`config.mk`:
```
export PLATFORM = sky130hd
export DESIGN_NAME = gameDisplay
export DESIGN_NICKNAME = d
export VERILOG_FILES = /design/src/hdl/gamePkg.sv /design/src/hdl/drawSequencer.sv /design/src/hdl/gameDisplay.sv /design/src/hdl/objectSelect.sv /design/src/hdl/playerController.sv /design/src/hdl/spriteRaster.sv
export VERILOG_INCLUDE_DIRS = /design/src /design/src/hdl
export SDC_FILE = /design/constraint.sdc
export NUM_CORES = 1
export LEC_CHECK = 0
export BUFFER_PORTS_ARGS = -buffer_cell sky130_fd_sc_hd__clkbuf_2
export CAP_MARGIN = 0
export CORE_MARGIN = 3
export CORE_UTILIZATION = 50
export CTS_BUF_LIST = sky130_fd_sc_hd__clkbuf_2
export DETAILED_ROUTE_END_ITERATION = 6
export GPL_ROUTABILITY_DRIVEN = 0
export PLACE_DENSITY = 0.76
export SLEW_MARGIN = 15
export SYNTH_ARGS = -nofsm -noshare
export SYNTH_HDL_FRONTEND = slang
export SYNTH_SLANG_ARGS = --single-unit
```
`constraint.sdc`:
```
create_clock -name clk -period 9.1 [get_ports clk]
set_input_delay 0 -clock clk [delete_from_list [all_inputs] [get_ports clk]]
set_output_delay 0 -clock clk [all_outputs]
set_load 0.05 [all_outputs]
```
`src/hdl/game_config.svh`:
```
`ifndef GAME_CONFIG_SVH
`define GAME_CONFIG_SVH

// field widths
`define X_WIDTH       8     // screen x, 0..159 plus off-screen margin
`define Y_WIDTH       7     // screen y, 0..119
`define SIZE_WIDTH    5     // sprite width and height, up to 31
`define COLOUR_WIDTH  3     // rgb, one bit each

// object counts
`define NUM_ENEMIES   4
`define NUM_LANES     4

// lane geometry, lanes sit at x of 14, 54, 94, 134
`define LANE0_X       14
`define LANE_STEP     40
`define PLAYER_Y      99    // player row never changes

// fixed colours
`define PLAYER_COLOUR 7     // white
`define ERASE_COLOUR  0     // black

// objects with origin x at or past this are not drawn
`define X_LIMIT       180

`endif

```
`src/hdl/gamePkg.sv`:
```
`include "game_config.svh"

package gamePkg;

    typedef logic [`X_WIDTH-1:0]      xCoord_t;     // pixel column
    typedef logic [`Y_WIDTH-1:0]      yCoord_t;     // pixel row
    typedef logic [`SIZE_WIDTH-1:0]   spriteSize_t; // sprite width or height
    typedef logic [`COLOUR_WIDTH-1:0] colour_t;     // 3-bit rgb
    typedef logic [1:0]               lane_t;       // one of NUM_LANES lanes

    // draw order within one frame, the sequencer steps through these in turn
    typedef enum logic [2:0] {
        OBJ_ERASE,   // black box over the old player position
        OBJ_PLAYER,  // player at its current lane
        OBJ_ENEMY0,
        OBJ_ENEMY1,
        OBJ_ENEMY2,
        OBJ_ENEMY3   // last object of the frame
    } objectSel_t;

endpackage

```
`src/hdl/drawSequencer.sv`:
```
`timescale 1ns/1ps

module drawSequencer (
    input  logic                clk,
    input  logic                reset,       // sync, active low
    input  logic                rasterDone,  // rasteriser finished the object
    output logic                frameStart,  // one cycle at the top of each frame
    output logic                loadObject,  // rasteriser latches the object
    output gamePkg::objectSel_t objectSel    // object now being drawn
);

    typedef enum logic [1:0] {
        SEQ_IDLE,    // held in reset, leaves after one cycle
        SEQ_FRAME,   // frame start, moves and enemies get sampled
        SEQ_LOAD,    // hand the selected object to the rasteriser
        SEQ_WAIT     // wait for the rasteriser's done pulse
    } seqState_t;

    seqState_t           state;
    seqState_t           stateNext;
    gamePkg::objectSel_t selNext;

    always_comb begin
        stateNext = state;
        selNext   = objectSel;
        case (state)
            SEQ_IDLE: begin
                stateNext = SEQ_FRAME;                  // first frame right after reset
            end
            SEQ_FRAME: begin
                stateNext = SEQ_LOAD;
                selNext   = gamePkg::OBJ_ERASE;         // every frame opens with the erase
            end
            SEQ_LOAD: begin
                stateNext = SEQ_WAIT;                   // load is a single cycle
            end
            SEQ_WAIT: begin
                if (rasterDone) begin
                    if (objectSel == gamePkg::OBJ_ENEMY3) begin
                        stateNext = SEQ_FRAME;          // list done, wrap around
                    end else begin
                        stateNext = SEQ_LOAD;
                        selNext   = gamePkg::objectSel_t'(objectSel + 3'd1);
                    end
                end
            end
            default: begin
                stateNext = SEQ_IDLE;
            end
        endcase
    end

    always_ff @(posedge clk) begin
        if (!reset) begin
            state     <= SEQ_IDLE;
            objectSel <= gamePkg::OBJ_ERASE;
        end else begin
            state     <= stateNext;
            objectSel <= selNext;
        end
    end

    // strobes decode straight from the state
    assign frameStart = (state == SEQ_FRAME);
    assign loadObject = (state == SEQ_LOAD);

endmodule

```
`src/hdl/gameDisplay.sv`:
```
`timescale 1ns/1ps

module gameDisplay (
    input  logic                 clk,
    input  logic                 reset,        // sync, active low
    input  logic                 moveValid,    // move request in
    input  logic                 moveLeft,
    input  logic                 moveRight,
    output logic                 moveReady,
    input  gamePkg::xCoord_t     enemyX0,
    input  gamePkg::xCoord_t     enemyX1,
    input  gamePkg::xCoord_t     enemyX2,
    input  gamePkg::xCoord_t     enemyX3,
    input  gamePkg::yCoord_t     enemyY0,
    input  gamePkg::yCoord_t     enemyY1,
    input  gamePkg::yCoord_t     enemyY2,
    input  gamePkg::yCoord_t     enemyY3,
    input  gamePkg::spriteSize_t playerWidth,
    input  gamePkg::spriteSize_t playerHeight,
    input  gamePkg::spriteSize_t enemyWidth,
    input  gamePkg::spriteSize_t enemyHeight,
    input  gamePkg::colour_t     enemyColour0,
    input  gamePkg::colour_t     enemyColour1,
    input  gamePkg::colour_t     enemyColour2,
    input  gamePkg::colour_t     enemyColour3,
    input  logic                 pixelReady,   // pixel stream out
    output logic                 pixelValid,
    output gamePkg::xCoord_t     pixelX,
    output gamePkg::yCoord_t     pixelY,
    output gamePkg::colour_t     pixelColour
);

    logic                 frameStart;   // sequencer to player and snapshot
    logic                 loadObject;   // sequencer to rasteriser
    logic                 rasterDone;   // rasteriser back to sequencer
    gamePkg::objectSel_t  objectSel;
    gamePkg::xCoord_t     playerX;
    gamePkg::xCoord_t     eraseX;
    gamePkg::xCoord_t     originX;      // selected rectangle
    gamePkg::yCoord_t     originY;
    gamePkg::spriteSize_t objWidth;
    gamePkg::spriteSize_t objHeight;
    gamePkg::colour_t     objColour;

    playerController uPlayer (
        .clk(clk), .reset(reset), .moveValid(moveValid), .moveLeft(moveLeft),
        .moveRight(moveRight), .frameStart(frameStart), .moveReady(moveReady),
        .playerX(playerX), .eraseX(eraseX)
    );

    drawSequencer uSequencer (
        .clk(clk), .reset(reset), .rasterDone(rasterDone),
        .frameStart(frameStart), .loadObject(loadObject), .objectSel(objectSel)
    );

    objectSelect uSelect (
        .clk(clk), .reset(reset), .frameStart(frameStart), .objectSel(objectSel),
        .playerX(playerX), .eraseX(eraseX),
        .enemyX0(enemyX0), .enemyX1(enemyX1), .enemyX2(enemyX2), .enemyX3(enemyX3),
        .enemyY0(enemyY0), .enemyY1(enemyY1), .enemyY2(enemyY2), .enemyY3(enemyY3),
        .playerWidth(playerWidth), .playerHeight(playerHeight),
        .enemyWidth(enemyWidth), .enemyHeight(enemyHeight),
        .enemyColour0(enemyColour0), .enemyColour1(enemyColour1),
        .enemyColour2(enemyColour2), .enemyColour3(enemyColour3),
        .originX(originX), .originY(originY), .objWidth(objWidth),
        .objHeight(objHeight), .objColour(objColour)
    );

    spriteRaster uRaster (
        .clk(clk), .reset(reset), .loadObject(loadObject),
        .originX(originX), .originY(originY), .objWidth(objWidth),
        .objHeight(objHeight), .objColour(objColour), .pixelReady(pixelReady),
        .pixelValid(pixelValid), .pixelX(pixelX), .pixelY(pixelY),
        .pixelColour(pixelColour), .rasterDone(rasterDone)
    );

endmodule

```
`src/hdl/objectSelect.sv`:
```
`timescale 1ns/1ps
`include "game_config.svh"

module objectSelect (
    input  logic                  clk,
    input  logic                  reset,        // sync, active low
    input  logic                  frameStart,   // snapshot strobe
    input  gamePkg::objectSel_t   objectSel,    // object the sequencer wants
    input  gamePkg::xCoord_t      playerX,
    input  gamePkg::xCoord_t      eraseX,
    input  gamePkg::xCoord_t      enemyX0,
    input  gamePkg::xCoord_t      enemyX1,
    input  gamePkg::xCoord_t      enemyX2,
    input  gamePkg::xCoord_t      enemyX3,
    input  gamePkg::yCoord_t      enemyY0,
    input  gamePkg::yCoord_t      enemyY1,
    input  gamePkg::yCoord_t      enemyY2,
    input  gamePkg::yCoord_t      enemyY3,
    input  gamePkg::spriteSize_t  playerWidth,
    input  gamePkg::spriteSize_t  playerHeight,
    input  gamePkg::spriteSize_t  enemyWidth,   // shared by all enemies
    input  gamePkg::spriteSize_t  enemyHeight,
    input  gamePkg::colour_t      enemyColour0,
    input  gamePkg::colour_t      enemyColour1,
    input  gamePkg::colour_t      enemyColour2,
    input  gamePkg::colour_t      enemyColour3,
    output gamePkg::xCoord_t      originX,      // rectangle of the selected object
    output gamePkg::yCoord_t      originY,
    output gamePkg::spriteSize_t  objWidth,
    output gamePkg::spriteSize_t  objHeight,
    output gamePkg::colour_t      objColour
);

    gamePkg::xCoord_t     enemyXIn [`NUM_ENEMIES];  // loose ports gathered up
    gamePkg::yCoord_t     enemyYIn [`NUM_ENEMIES];
    gamePkg::colour_t     enemyCIn [`NUM_ENEMIES];
    gamePkg::xCoord_t     enemyXReg [`NUM_ENEMIES]; // frame snapshot
    gamePkg::yCoord_t     enemyYReg [`NUM_ENEMIES];
    gamePkg::colour_t     enemyCReg [`NUM_ENEMIES];
    gamePkg::spriteSize_t playerWReg;
    gamePkg::spriteSize_t playerHReg;
    gamePkg::spriteSize_t enemyWReg;
    gamePkg::spriteSize_t enemyHReg;
    logic [1:0]           enemyOffset;              // objectSel relative to enemy 0

    assign enemyXIn = '{enemyX0, enemyX1, enemyX2, enemyX3};
    assign enemyYIn = '{enemyY0, enemyY1, enemyY2, enemyY3};
    assign enemyCIn = '{enemyColour0, enemyColour1, enemyColour2, enemyColour3};

    // inputs may change mid-frame, only the frame-start values count
    always_ff @(posedge clk) begin
        if (!reset) begin
            for (int i = 0; i < `NUM_ENEMIES; i++) begin
                enemyXReg[i] <= '0;
                enemyYReg[i] <= '0;
                enemyCReg[i] <= '0;
            end
            playerWReg <= '0;
            playerHReg <= '0;
            enemyWReg  <= '0;
            enemyHReg  <= '0;
        end else if (frameStart) begin
            for (int i = 0; i < `NUM_ENEMIES; i++) begin
                enemyXReg[i] <= enemyXIn[i];
                enemyYReg[i] <= enemyYIn[i];
                enemyCReg[i] <= enemyCIn[i];
            end
            playerWReg <= playerWidth;
            playerHReg <= playerHeight;
            enemyWReg  <= enemyWidth;
            enemyHReg  <= enemyHeight;
        end
    end

    assign enemyOffset = 2'(objectSel - gamePkg::OBJ_ENEMY0);

    always_comb begin
        case (objectSel)
            gamePkg::OBJ_ERASE: begin            // player-sized black box at old lane
                originX   = eraseX;
                originY   = gamePkg::yCoord_t'(`PLAYER_Y);
                objWidth  = playerWReg;
                objHeight = playerHReg;
                objColour = gamePkg::colour_t'(`ERASE_COLOUR);
            end
            gamePkg::OBJ_PLAYER: begin
                originX   = playerX;
                originY   = gamePkg::yCoord_t'(`PLAYER_Y);
                objWidth  = playerWReg;
                objHeight = playerHReg;
                objColour = gamePkg::colour_t'(`PLAYER_COLOUR);
            end
            default: begin                       // one of the enemies
                originX   = enemyXReg[enemyOffset];
                originY   = enemyYReg[enemyOffset];
                objWidth  = enemyWReg;
                objHeight = enemyHReg;
                objColour = enemyCReg[enemyOffset];
            end
        endcase
    end

endmodule

```
`src/hdl/playerController.sv`:
```
`timescale 1ns/1ps
`include "game_config.svh"

module playerController (
    input  logic             clk,
    input  logic             reset,        // sync, active low
    input  logic             moveValid,    // a move request is offered
    input  logic             moveLeft,     // step one lane left
    input  logic             moveRight,    // step one lane right, wins over left
    input  logic             frameStart,   // one cycle per frame from the sequencer
    output logic             moveReady,    // request taken only at frame start
    output gamePkg::xCoord_t playerX,      // x of the player this frame
    output gamePkg::xCoord_t eraseX        // x of last frame's player, to blank
);

    gamePkg::lane_t lane;                  // current lane
    gamePkg::lane_t eraseLane;             // lane drawn in the previous frame
    gamePkg::lane_t laneNext;              // lane after applying the request

    // lane index to left edge x
    function automatic gamePkg::xCoord_t laneToX(input gamePkg::lane_t laneIn);
        int xValue;
        xValue = `LANE0_X + int'(laneIn) * `LANE_STEP;
        return gamePkg::xCoord_t'(xValue);
    endfunction

    assign moveReady = frameStart;         // one request per frame

    // right has priority, both ends clamp
    always_comb begin
        laneNext = lane;
        if (moveRight) begin
            if (lane != gamePkg::lane_t'(`NUM_LANES - 1)) begin
                laneNext = lane + 1'b1;
            end
        end else if (moveLeft) begin
            if (lane != '0) begin
                laneNext = lane - 1'b1;
            end
        end
    end

    always_ff @(posedge clk) begin
        if (!reset) begin
            lane      <= '0;               // start at the leftmost lane
            eraseLane <= '0;
        end else if (frameStart) begin
            eraseLane <= lane;             // old lane gets blanked this frame
            if (moveValid) begin
                lane <= laneNext;          // handshake done, take the move
            end
        end
    end

    assign playerX = laneToX(lane);
    assign eraseX  = laneToX(eraseLane);

endmodule

```
`src/hdl/spriteRaster.sv`:
```
`timescale 1ns/1ps
`include "game_config.svh"

module spriteRaster (
    input  logic                 clk,
    input  logic                 reset,        // sync, active low
    input  logic                 loadObject,   // latch a new rectangle
    input  gamePkg::xCoord_t     originX,      // top-left corner
    input  gamePkg::yCoord_t     originY,
    input  gamePkg::spriteSize_t objWidth,
    input  gamePkg::spriteSize_t objHeight,
    input  gamePkg::colour_t     objColour,
    input  logic                 pixelReady,   // frame-buffer writer can take a pixel
    output logic                 pixelValid,
    output gamePkg::xCoord_t     pixelX,
    output gamePkg::yCoord_t     pixelY,
    output gamePkg::colour_t     pixelColour,
    output logic                 rasterDone    // one-cycle pulse per object
);

    typedef enum logic [1:0] {
        RAS_IDLE,   // waiting for a load
        RAS_DRAW,   // streaming pixels
        RAS_DONE    // done pulse
    } rasState_t;

    rasState_t            state;
    gamePkg::xCoord_t     baseX;          // latched rectangle
    gamePkg::yCoord_t     baseY;
    gamePkg::spriteSize_t width;
    gamePkg::spriteSize_t height;
    gamePkg::colour_t     colourReg;
    gamePkg::spriteSize_t colCount;       // offset within the row
    gamePkg::spriteSize_t rowCount;       // offset within the object
    logic                 skipObj;
    logic                 transfer;
    logic                 lastCol;
    logic                 lastRow;

    // off the right edge or empty, nothing to draw
    assign skipObj = (originX >= `X_LIMIT) || (objWidth == '0) || (objHeight == '0);

    assign transfer = pixelValid && pixelReady;
    assign lastCol  = (colCount == width - 1'b1);
    assign lastRow  = (rowCount == height - 1'b1);

    always_ff @(posedge clk) begin
        if (loadObject) begin
            baseX     <= originX;
            baseY     <= originY;
            width     <= objWidth;
            height    <= objHeight;
            colourReg <= objColour;
        end
    end

    always_ff @(posedge clk) begin
        if (!reset) begin
            state    <= RAS_IDLE;
            colCount <= '0;
            rowCount <= '0;
        end else begin
            case (state)
                RAS_IDLE: begin
                    if (loadObject) begin
                        colCount <= '0;
                        rowCount <= '0;
                        state    <= skipObj ? RAS_DONE : RAS_DRAW;  // skip goes straight to done
                    end
                end
                RAS_DRAW: begin
                    if (transfer) begin                 // counters only move on a transfer
                        if (lastCol) begin
                            colCount <= '0;
                            if (lastRow) begin
                                state <= RAS_DONE;      // that was the last pixel
                            end else begin
                                rowCount <= rowCount + 1'b1;
                            end
                        end else begin
                            colCount <= colCount + 1'b1;
                        end
                    end
                end
                RAS_DONE: begin
                    state <= RAS_IDLE;
                end
                default: begin
                    state <= RAS_IDLE;
                end
            endcase
        end
    end

    // coordinates wrap at the field width, stable while stalled
    assign pixelValid  = (state == RAS_DRAW);
    assign pixelX      = baseX + gamePkg::xCoord_t'(colCount);
    assign pixelY      = baseY + gamePkg::yCoord_t'(rowCount);
    assign pixelColour = colourReg;
    assign rasterDone  = (state == RAS_DONE);

endmodule

```
=== Word level (Yosys, flattened, before mapping) ===
Memory sizes are Yosys's and may differ from the RTL's. A register that Yosys moved wholly into a read port is not among the register bits.
Index checks and enable logic that the tools add are counted.

* Word-level logic and storage cells: 126
* Memories kept: 3
* Bits in registers: 62
* RAM bits: 72
* Bits of input ports: 98

{| class="wikitable"
|+ Memory list
! memory !! words !! bits a word !! read ports !! clocked after memory_dff !! write ports !! line !! text
|-
| uSelect.enemyXReg || 4 || 8 || 1 || 0 || 4 || objectSelect.sv:37 || <nowiki>gamePkg::xCoord_t enemyXReg [`NUM_ENEMIES];</nowiki>
|-
| uSelect.enemyYReg || 4 || 7 || 1 || 1 || 4 || objectSelect.sv:38 || <nowiki>gamePkg::yCoord_t enemyYReg [`NUM_ENEMIES];</nowiki>
|-
| uSelect.enemyCReg || 4 || 3 || 1 || 0 || 4 || objectSelect.sv:39 || <nowiki>gamePkg::colour_t enemyCReg [`NUM_ENEMIES];</nowiki>
|}

* Reductions and logical operators: 19
* Multipliers: 2
* $add $sub $neg: 12
* Order comparisons: 1
* Equality and inequality tests: 18
* Bitwise operators: 12
* Muxes and demuxes: 44

{| class="wikitable"
|+ Operator list
! operator !! count
|-
| two-way mux 5 bit || 8
|-
| two-way mux 8 bit || 4
|-
| two-way mux 7 bit || 4
|-
| two-way mux 2 bit || 11
|-
| case mux 5 bit (2 select lines) || 2
|-
| two-way mux 3 bit || 6
|-
| adder 5 x 8 -> 8 bit, first input constant || 2
|-
| inequality test 2 bit, second input constant || 8
|-
| case mux 8 bit (2 select lines) || 1
|-
| bitwise OR 1 bit || 12
|-
| case mux 3 bit (2 select lines) || 2
|-
| adder 5 x 1 -> 5 bit, second input constant || 2
|-
| equality test 5 bit || 2
|-
| zero test 5 bit || 2
|-
| multiplier 2 x 3 -> 5 bit, second input constant || 2
|-
| AND reduction 5 bit || 2
|-
| nonzero test 2 bit || 5
|-
| subtractor 5 x 1 -> 5 bit, second input constant || 2
|-
| adder 8 x 5 -> 8 bit || 1
|-
| >= comparator 8 bit, second input constant || 1
|-
| case mux 2 bit (4 select lines) || 1
|-
| adder 7 x 5 -> 7 bit || 1
|-
| equality test 2 bit, second input constant || 3
|-
| AND reduction 3 bit || 2
|-
| 16 further kinds || 22
|}

=== Logic depth before layout (Yosys ltp) ===
* Depth after elaboration: 9
* Mapped depth: 13
* Gate-level depth less buffers: 11

=== Hierarchy ===
Synthesis repeated with hierarchy kept, for this count alone.

* Cell total of the unflattened synthesis: 551
* Area, all modules: 7069.3 µm²

{| class="wikitable"
|+ By module, submodules not included
! module !! instances !! area an instance (µm²) !! cells each
|-
| objectSelect || 1 || 4270.3 || 290
|-
| spriteRaster || 1 || 2158.3 || 188
|-
| playerController || 1 || 371.6 || 43
|-
| drawSequencer || 1 || 269.0 || 30
|}

=== Worst setup path after synthesis ===
OpenSTA, ideal clock, no wires.

* Path type: reg-to-reg
* Start: register uSequencer.state[1]
* End: memory uSelect.enemyCReg[0][0] (netlist name), enable pin
* Data arrival time: 2.204 ns
* Data required time: 8.354 ns
* Clock period less this slack: 2.950 ns
* Setup time: 0.746 ns
* Slack: 6.150 ns
* Cell stages (with the launch flop): 5
* Cells stage by stage: dfxtp_1 -> nand2b_1 -> clkbuf_1 -> clkbuf_1 -> nand2_1

{| class="wikitable"
|+ RTL lines
! what !! line !! text
|-
| from (decl) || drawSequencer.sv:19 || <nowiki>seqState_t state;</nowiki>
|-
| from (signal assigned) || drawSequencer.sv:58 || <nowiki>state <= stateNext;</nowiki>
|-
| to (decl) || objectSelect.sv:39 ||
|}

=== Worst setup path in the final report ===
* Start: register uSequencer.objectSel[1]
* End: register uRaster.state[1]

* Cells in the longest elaborated chain, start to end: 9
* Elaborated cells on any way between the ends: 16
* Classes of those cells: add/sub: 1; order compare: 1; eq/ne: 1; mux: 6; reduce/logical: 6; memory: 1

{| class="wikitable"
|+ Ends and longest elaborated chain
! what !! line !! text
|-
| from (decl) || drawSequencer.sv:9 || <nowiki>output gamePkg::objectSel_t objectSel</nowiki>
|-
| from (signal assigned) || drawSequencer.sv:56 || <nowiki>objectSel <= gamePkg::OBJ_ERASE;</nowiki>
|-
| from (signal assigned) || drawSequencer.sv:59 || <nowiki>objectSel <= selNext;</nowiki>
|-
| subtractor 2 bit (tied with other cells) || objectSelect.sv:75 || <nowiki>assign enemyOffset = 2'(objectSel - gamePkg::OBJ_ENEMY0);</nowiki>
|-
| memory read (4 x 8 bit) / OR reduction 2 bit (equally long branches) || - ||
|-
| case mux 8 bit (2 select lines) / two-way mux 5 bit (equally long branches) || objectSelect.sv:78 || <nowiki>case (objectSel)</nowiki>
|-
| >= comparator 8 bit (no line) / zero test 5 bit (equally long branches) || - ||
|-
| logical OR 1 bit || spriteRaster.sv:41 || <nowiki>assign skipObj = (originX >= `X_LIMIT) || (objWidth == '0) || (objHeight == '0);</nowiki>
|-
| logical OR 1 bit * || spriteRaster.sv:41 ||
|-
| two-way mux 2 bit * || spriteRaster.sv:68 || <nowiki>state <= skipObj ? RAS_DONE : RAS_DRAW;</nowiki>
|-
| two-way mux 2 bit * || spriteRaster.sv:65 || <nowiki>if (loadObject) begin</nowiki>
|-
| case mux 2 bit (2 select lines) * || spriteRaster.sv:63 || <nowiki>case (state)</nowiki>
|-
| to (signal assigned) || spriteRaster.sv:68 ||
|-
| to (decl) || spriteRaster.sv:27 || <nowiki>rasState_t state;</nowiki>
|}

Every way passes the cells marked *; elsewhere a longest branch is shown, timed or not. The select of a mux whose other input is x is not followed.
A chain may end at the register's enable or synchronous reset.

==> metrics.cfg <==
[floorplanning]
num_rows=41
num_io_pins=118
chipWidth_um=123
die_area_mm2=0.0150
core_mm2=0.0130
floorplan.initialDensity_pct=52.4
fp.dieH_um=123

[sta]
finalMaxSlewViolations=0
final-setup-viol-count=0
skew_ns=0.0759
post-route-period-util_pct=41.4
hold_viol_final=0
relSlewSlack_pct=29.5
min_period_ns=3.77
clock.fmax_mhz=265
setup_tns_ns=0
hold-worst-slack_ns=0.0801
worst_pin_slew_ns=1.05
rsz0062_at_grt=false

[cts]
path_clk_slew_ns=0.28
cts_buffers=17
clk_latency_ns=0.75
cts_tree=built
htreeDepth=4
cts_setup_buffers=0
cts.sinks=141
cts-root-buf=clkbuf_2
clock_path_buffers=2

[route]
vias=5331
wirelength_um=16300
remaining_drc_errors=0
vias_per_cell=5.30
avgRoutedWirePerCell_um=16.2
antenna_left=0
first_pass_iters=5
dr.first_iter.drc_count=267

[status]
status=completed

[critical_path]
worstSetupStartpoint=uSequencer.objectSel[1]
worstSetupPathType=register to register
r2r_start=uSequencer.objectSel[1]
crit_path_max_fanout=21
cp-start-kind=register
r2r_cells=10
required_ns=9.75
cp-end-kind=register
cp_data_arrival_time_ns=4.42

[hold_path]
min_path_type=input pin to register
min_path_cells=3
min_from=enemyY2[0]

[synth]
syn_area_mm2=0.00680
ys_seq_area_share_pct=56.2
ys_ff_latch=141
synth_cells=583
avgSynthCellArea_um2=11.7
ys.flop_type=edfxtp_1
synth_edf_count=100
synth.distinct_cells=55
yosysWarnings=0
async_flop_share_pct=0
syn_nets=703

[job]
drv_cap=0

[grt]
antenna_found_initial=0
track_usage_pct=23.3
grt_max_degree=108
grt_pass1_vias=5651
overflow=0
grt_pass1_wl_um=26800

[power_and_ir_drop]
power_density_mw_per_mm2=149
ir_drop_uv=116
total_power_w=0.00135
p_leak_nw=4.00

[layout]
fin_area_mm2=0.00905
area_growth_pct=33.0
drive_gt1_share_pct=23.4
nets=940
final_util_pct=69.7
num_antenna_cells=0

[place]
dpl_cell_area_mm2=0.00753
place_hpwl_um=9930
numPortBuffers=117

[synthesized netlist by cell type, drive strengths merged, types with 5 or more instances]
cell type / number / area share (%)
ha: 20 / 3.7
edfxtp: 100 / 44
clkbuf: 29 / 1.6
a21boi: 23 / 2.5
and2: 5 / 0.46
o21ai: 13 / 0.96
nor2b: 10 / 0.92
inv: 28 / 1.5
nand2: 91 / 5.0
nor2: 15 / 0.83
mux4: 18 / 6.0
dfxtp: 41 / 12
xor2: 10 / 1.3
a21oi: 16 / 1.2
nand3: 6 / 0.44
or2: 8 / 0.74
xnor2: 17 / 2.2
or3: 5 / 0.46
and3: 72 / 6.6
[metal layers]
metal  global-route usage, %  routed length [um]  part of all wire (%)  vias up
met2                    40.5                8420                    52      195
li1                        -                   -                     -     2572
met1                    27.2                6520                    40     2523
met4                    9.17                 451                   2.8        0
met3                    6.50                 933                   5.7       41
met5                       0                   0                     0        -
[kinds of logic (layout without fill, tap and decap cells)]
logic type,Yosys count,after routing,share of synthesized area [%]
AOI/OAI and AO/OA,73,73,7.23
xor gates and xnor gates,28,28,3.81
adders and majority gates,22,22,4.27
buffers and inverters,62,312,3.57
DFF,141,141,56.2
muxes,24,24,6.92
and+or+nand+nor,233,233,18.0
[path summary, 6_finish.rpt]
| check | endpoint | slack, ns |
|---|---|---|
| max | uRaster.state[1] | 5.33 |
| min | uSelect.enemyYReg[2][0] | 0.08 |
| max reg2reg | uRaster.state[1] | 5.33 |
| min reg2reg | uPlayer.eraseLane[0] | 0.50 |
[state kept, by name (all words and copies together), names as in the netlist, 5 cells and up]
register            cells
uSelect.enemyWReg       5
uSelect.playerWReg      5
uRaster.colCount        5
uSelect.enemyYReg      28
uSelect.enemyHReg       5
uRaster.width           5
uRaster.height          5
uRaster.baseX           8
uSelect.playerHReg      5
uSelect.enemyCReg      12
uSelect.enemyXReg      32
uRaster.rowCount        5
uRaster.baseY           7
[cells in the final DEF, fill, tap and decap left out, types with 2 or more instances in the layout]
master         count
or2_2              8
nor3b_1            2
and3_1            72
xnor2_1           17
nor3_1             3
clkbuf_2         135
bufinv_16          2
or4_1              4
clkinvlp_4         3
inv_6              4
mux2i_1            2
and2_1             5
clkinv_4           2
mux2_2             4
ha_1              20
dlygate4sd3_1    127
or3_1              5
nand4_1            4
o211ai_1           2
edfxtp_1         100
nor2_1            15
a21oi_1           16
o21ai_0           13
inv_1             28
buf_4              7
mux4_2            18
nand2_1           90
nand2b_1           2
dfxtp_1           41
a21boi_0          23
xor2_1            10
clkinv_2           2
fa_1               2
a21o_1             4
nand3_1            6
nor2b_1            9
[final cells by class]
class                      count  area, um^2
multi-input combinational    380        2740
timing repair buffer         251        1910
clock buffer                  18        90.1
tap                          172         215
fill                         888        3930
inverter                      29         109
sequential                   141        3820
clock inverter                14         161
[report_power, final]
group / leakage [nW] / switching [W] / internal (W)
Clock: 0.145 / 0.000241 / 0.000132
Combinational: 2.50 / 0.000114 / 0.000102
Sequential: 1.35 / 0.0000233 / 0.000735
[metrics by stage]
stage,std cells,worst slack (ns)
4_1_cts,1005,5.38
6_report,1005,5.33
3_5_place_dp,846,5.93
2_1_floorplan,583,6.15
3_3_place_gp,846,6.04
5_1_grt,1005,4.98
[worst max-delay path, cell delays in order (launching register included)]
cell and delay (ns):
dfxtp_1 1.02, inv_1 0.16, ha_1 0.29, nand2b_1 0.20, mux2_2 0.40, ha_1 0.28
or2_2 0.31, a21oi_1 0.19, o2bb2ai_1 0.11, nor3b_1 0.20, dlygate4sd3_1 0.57
[repair_timing]
item                      in CTS  in global routing
hold endpoints to repair     110                  0
hold buffers                 127                  0
gates resized for setup        0                  0
No activity file was read; power rests on OpenSTA's default activity.
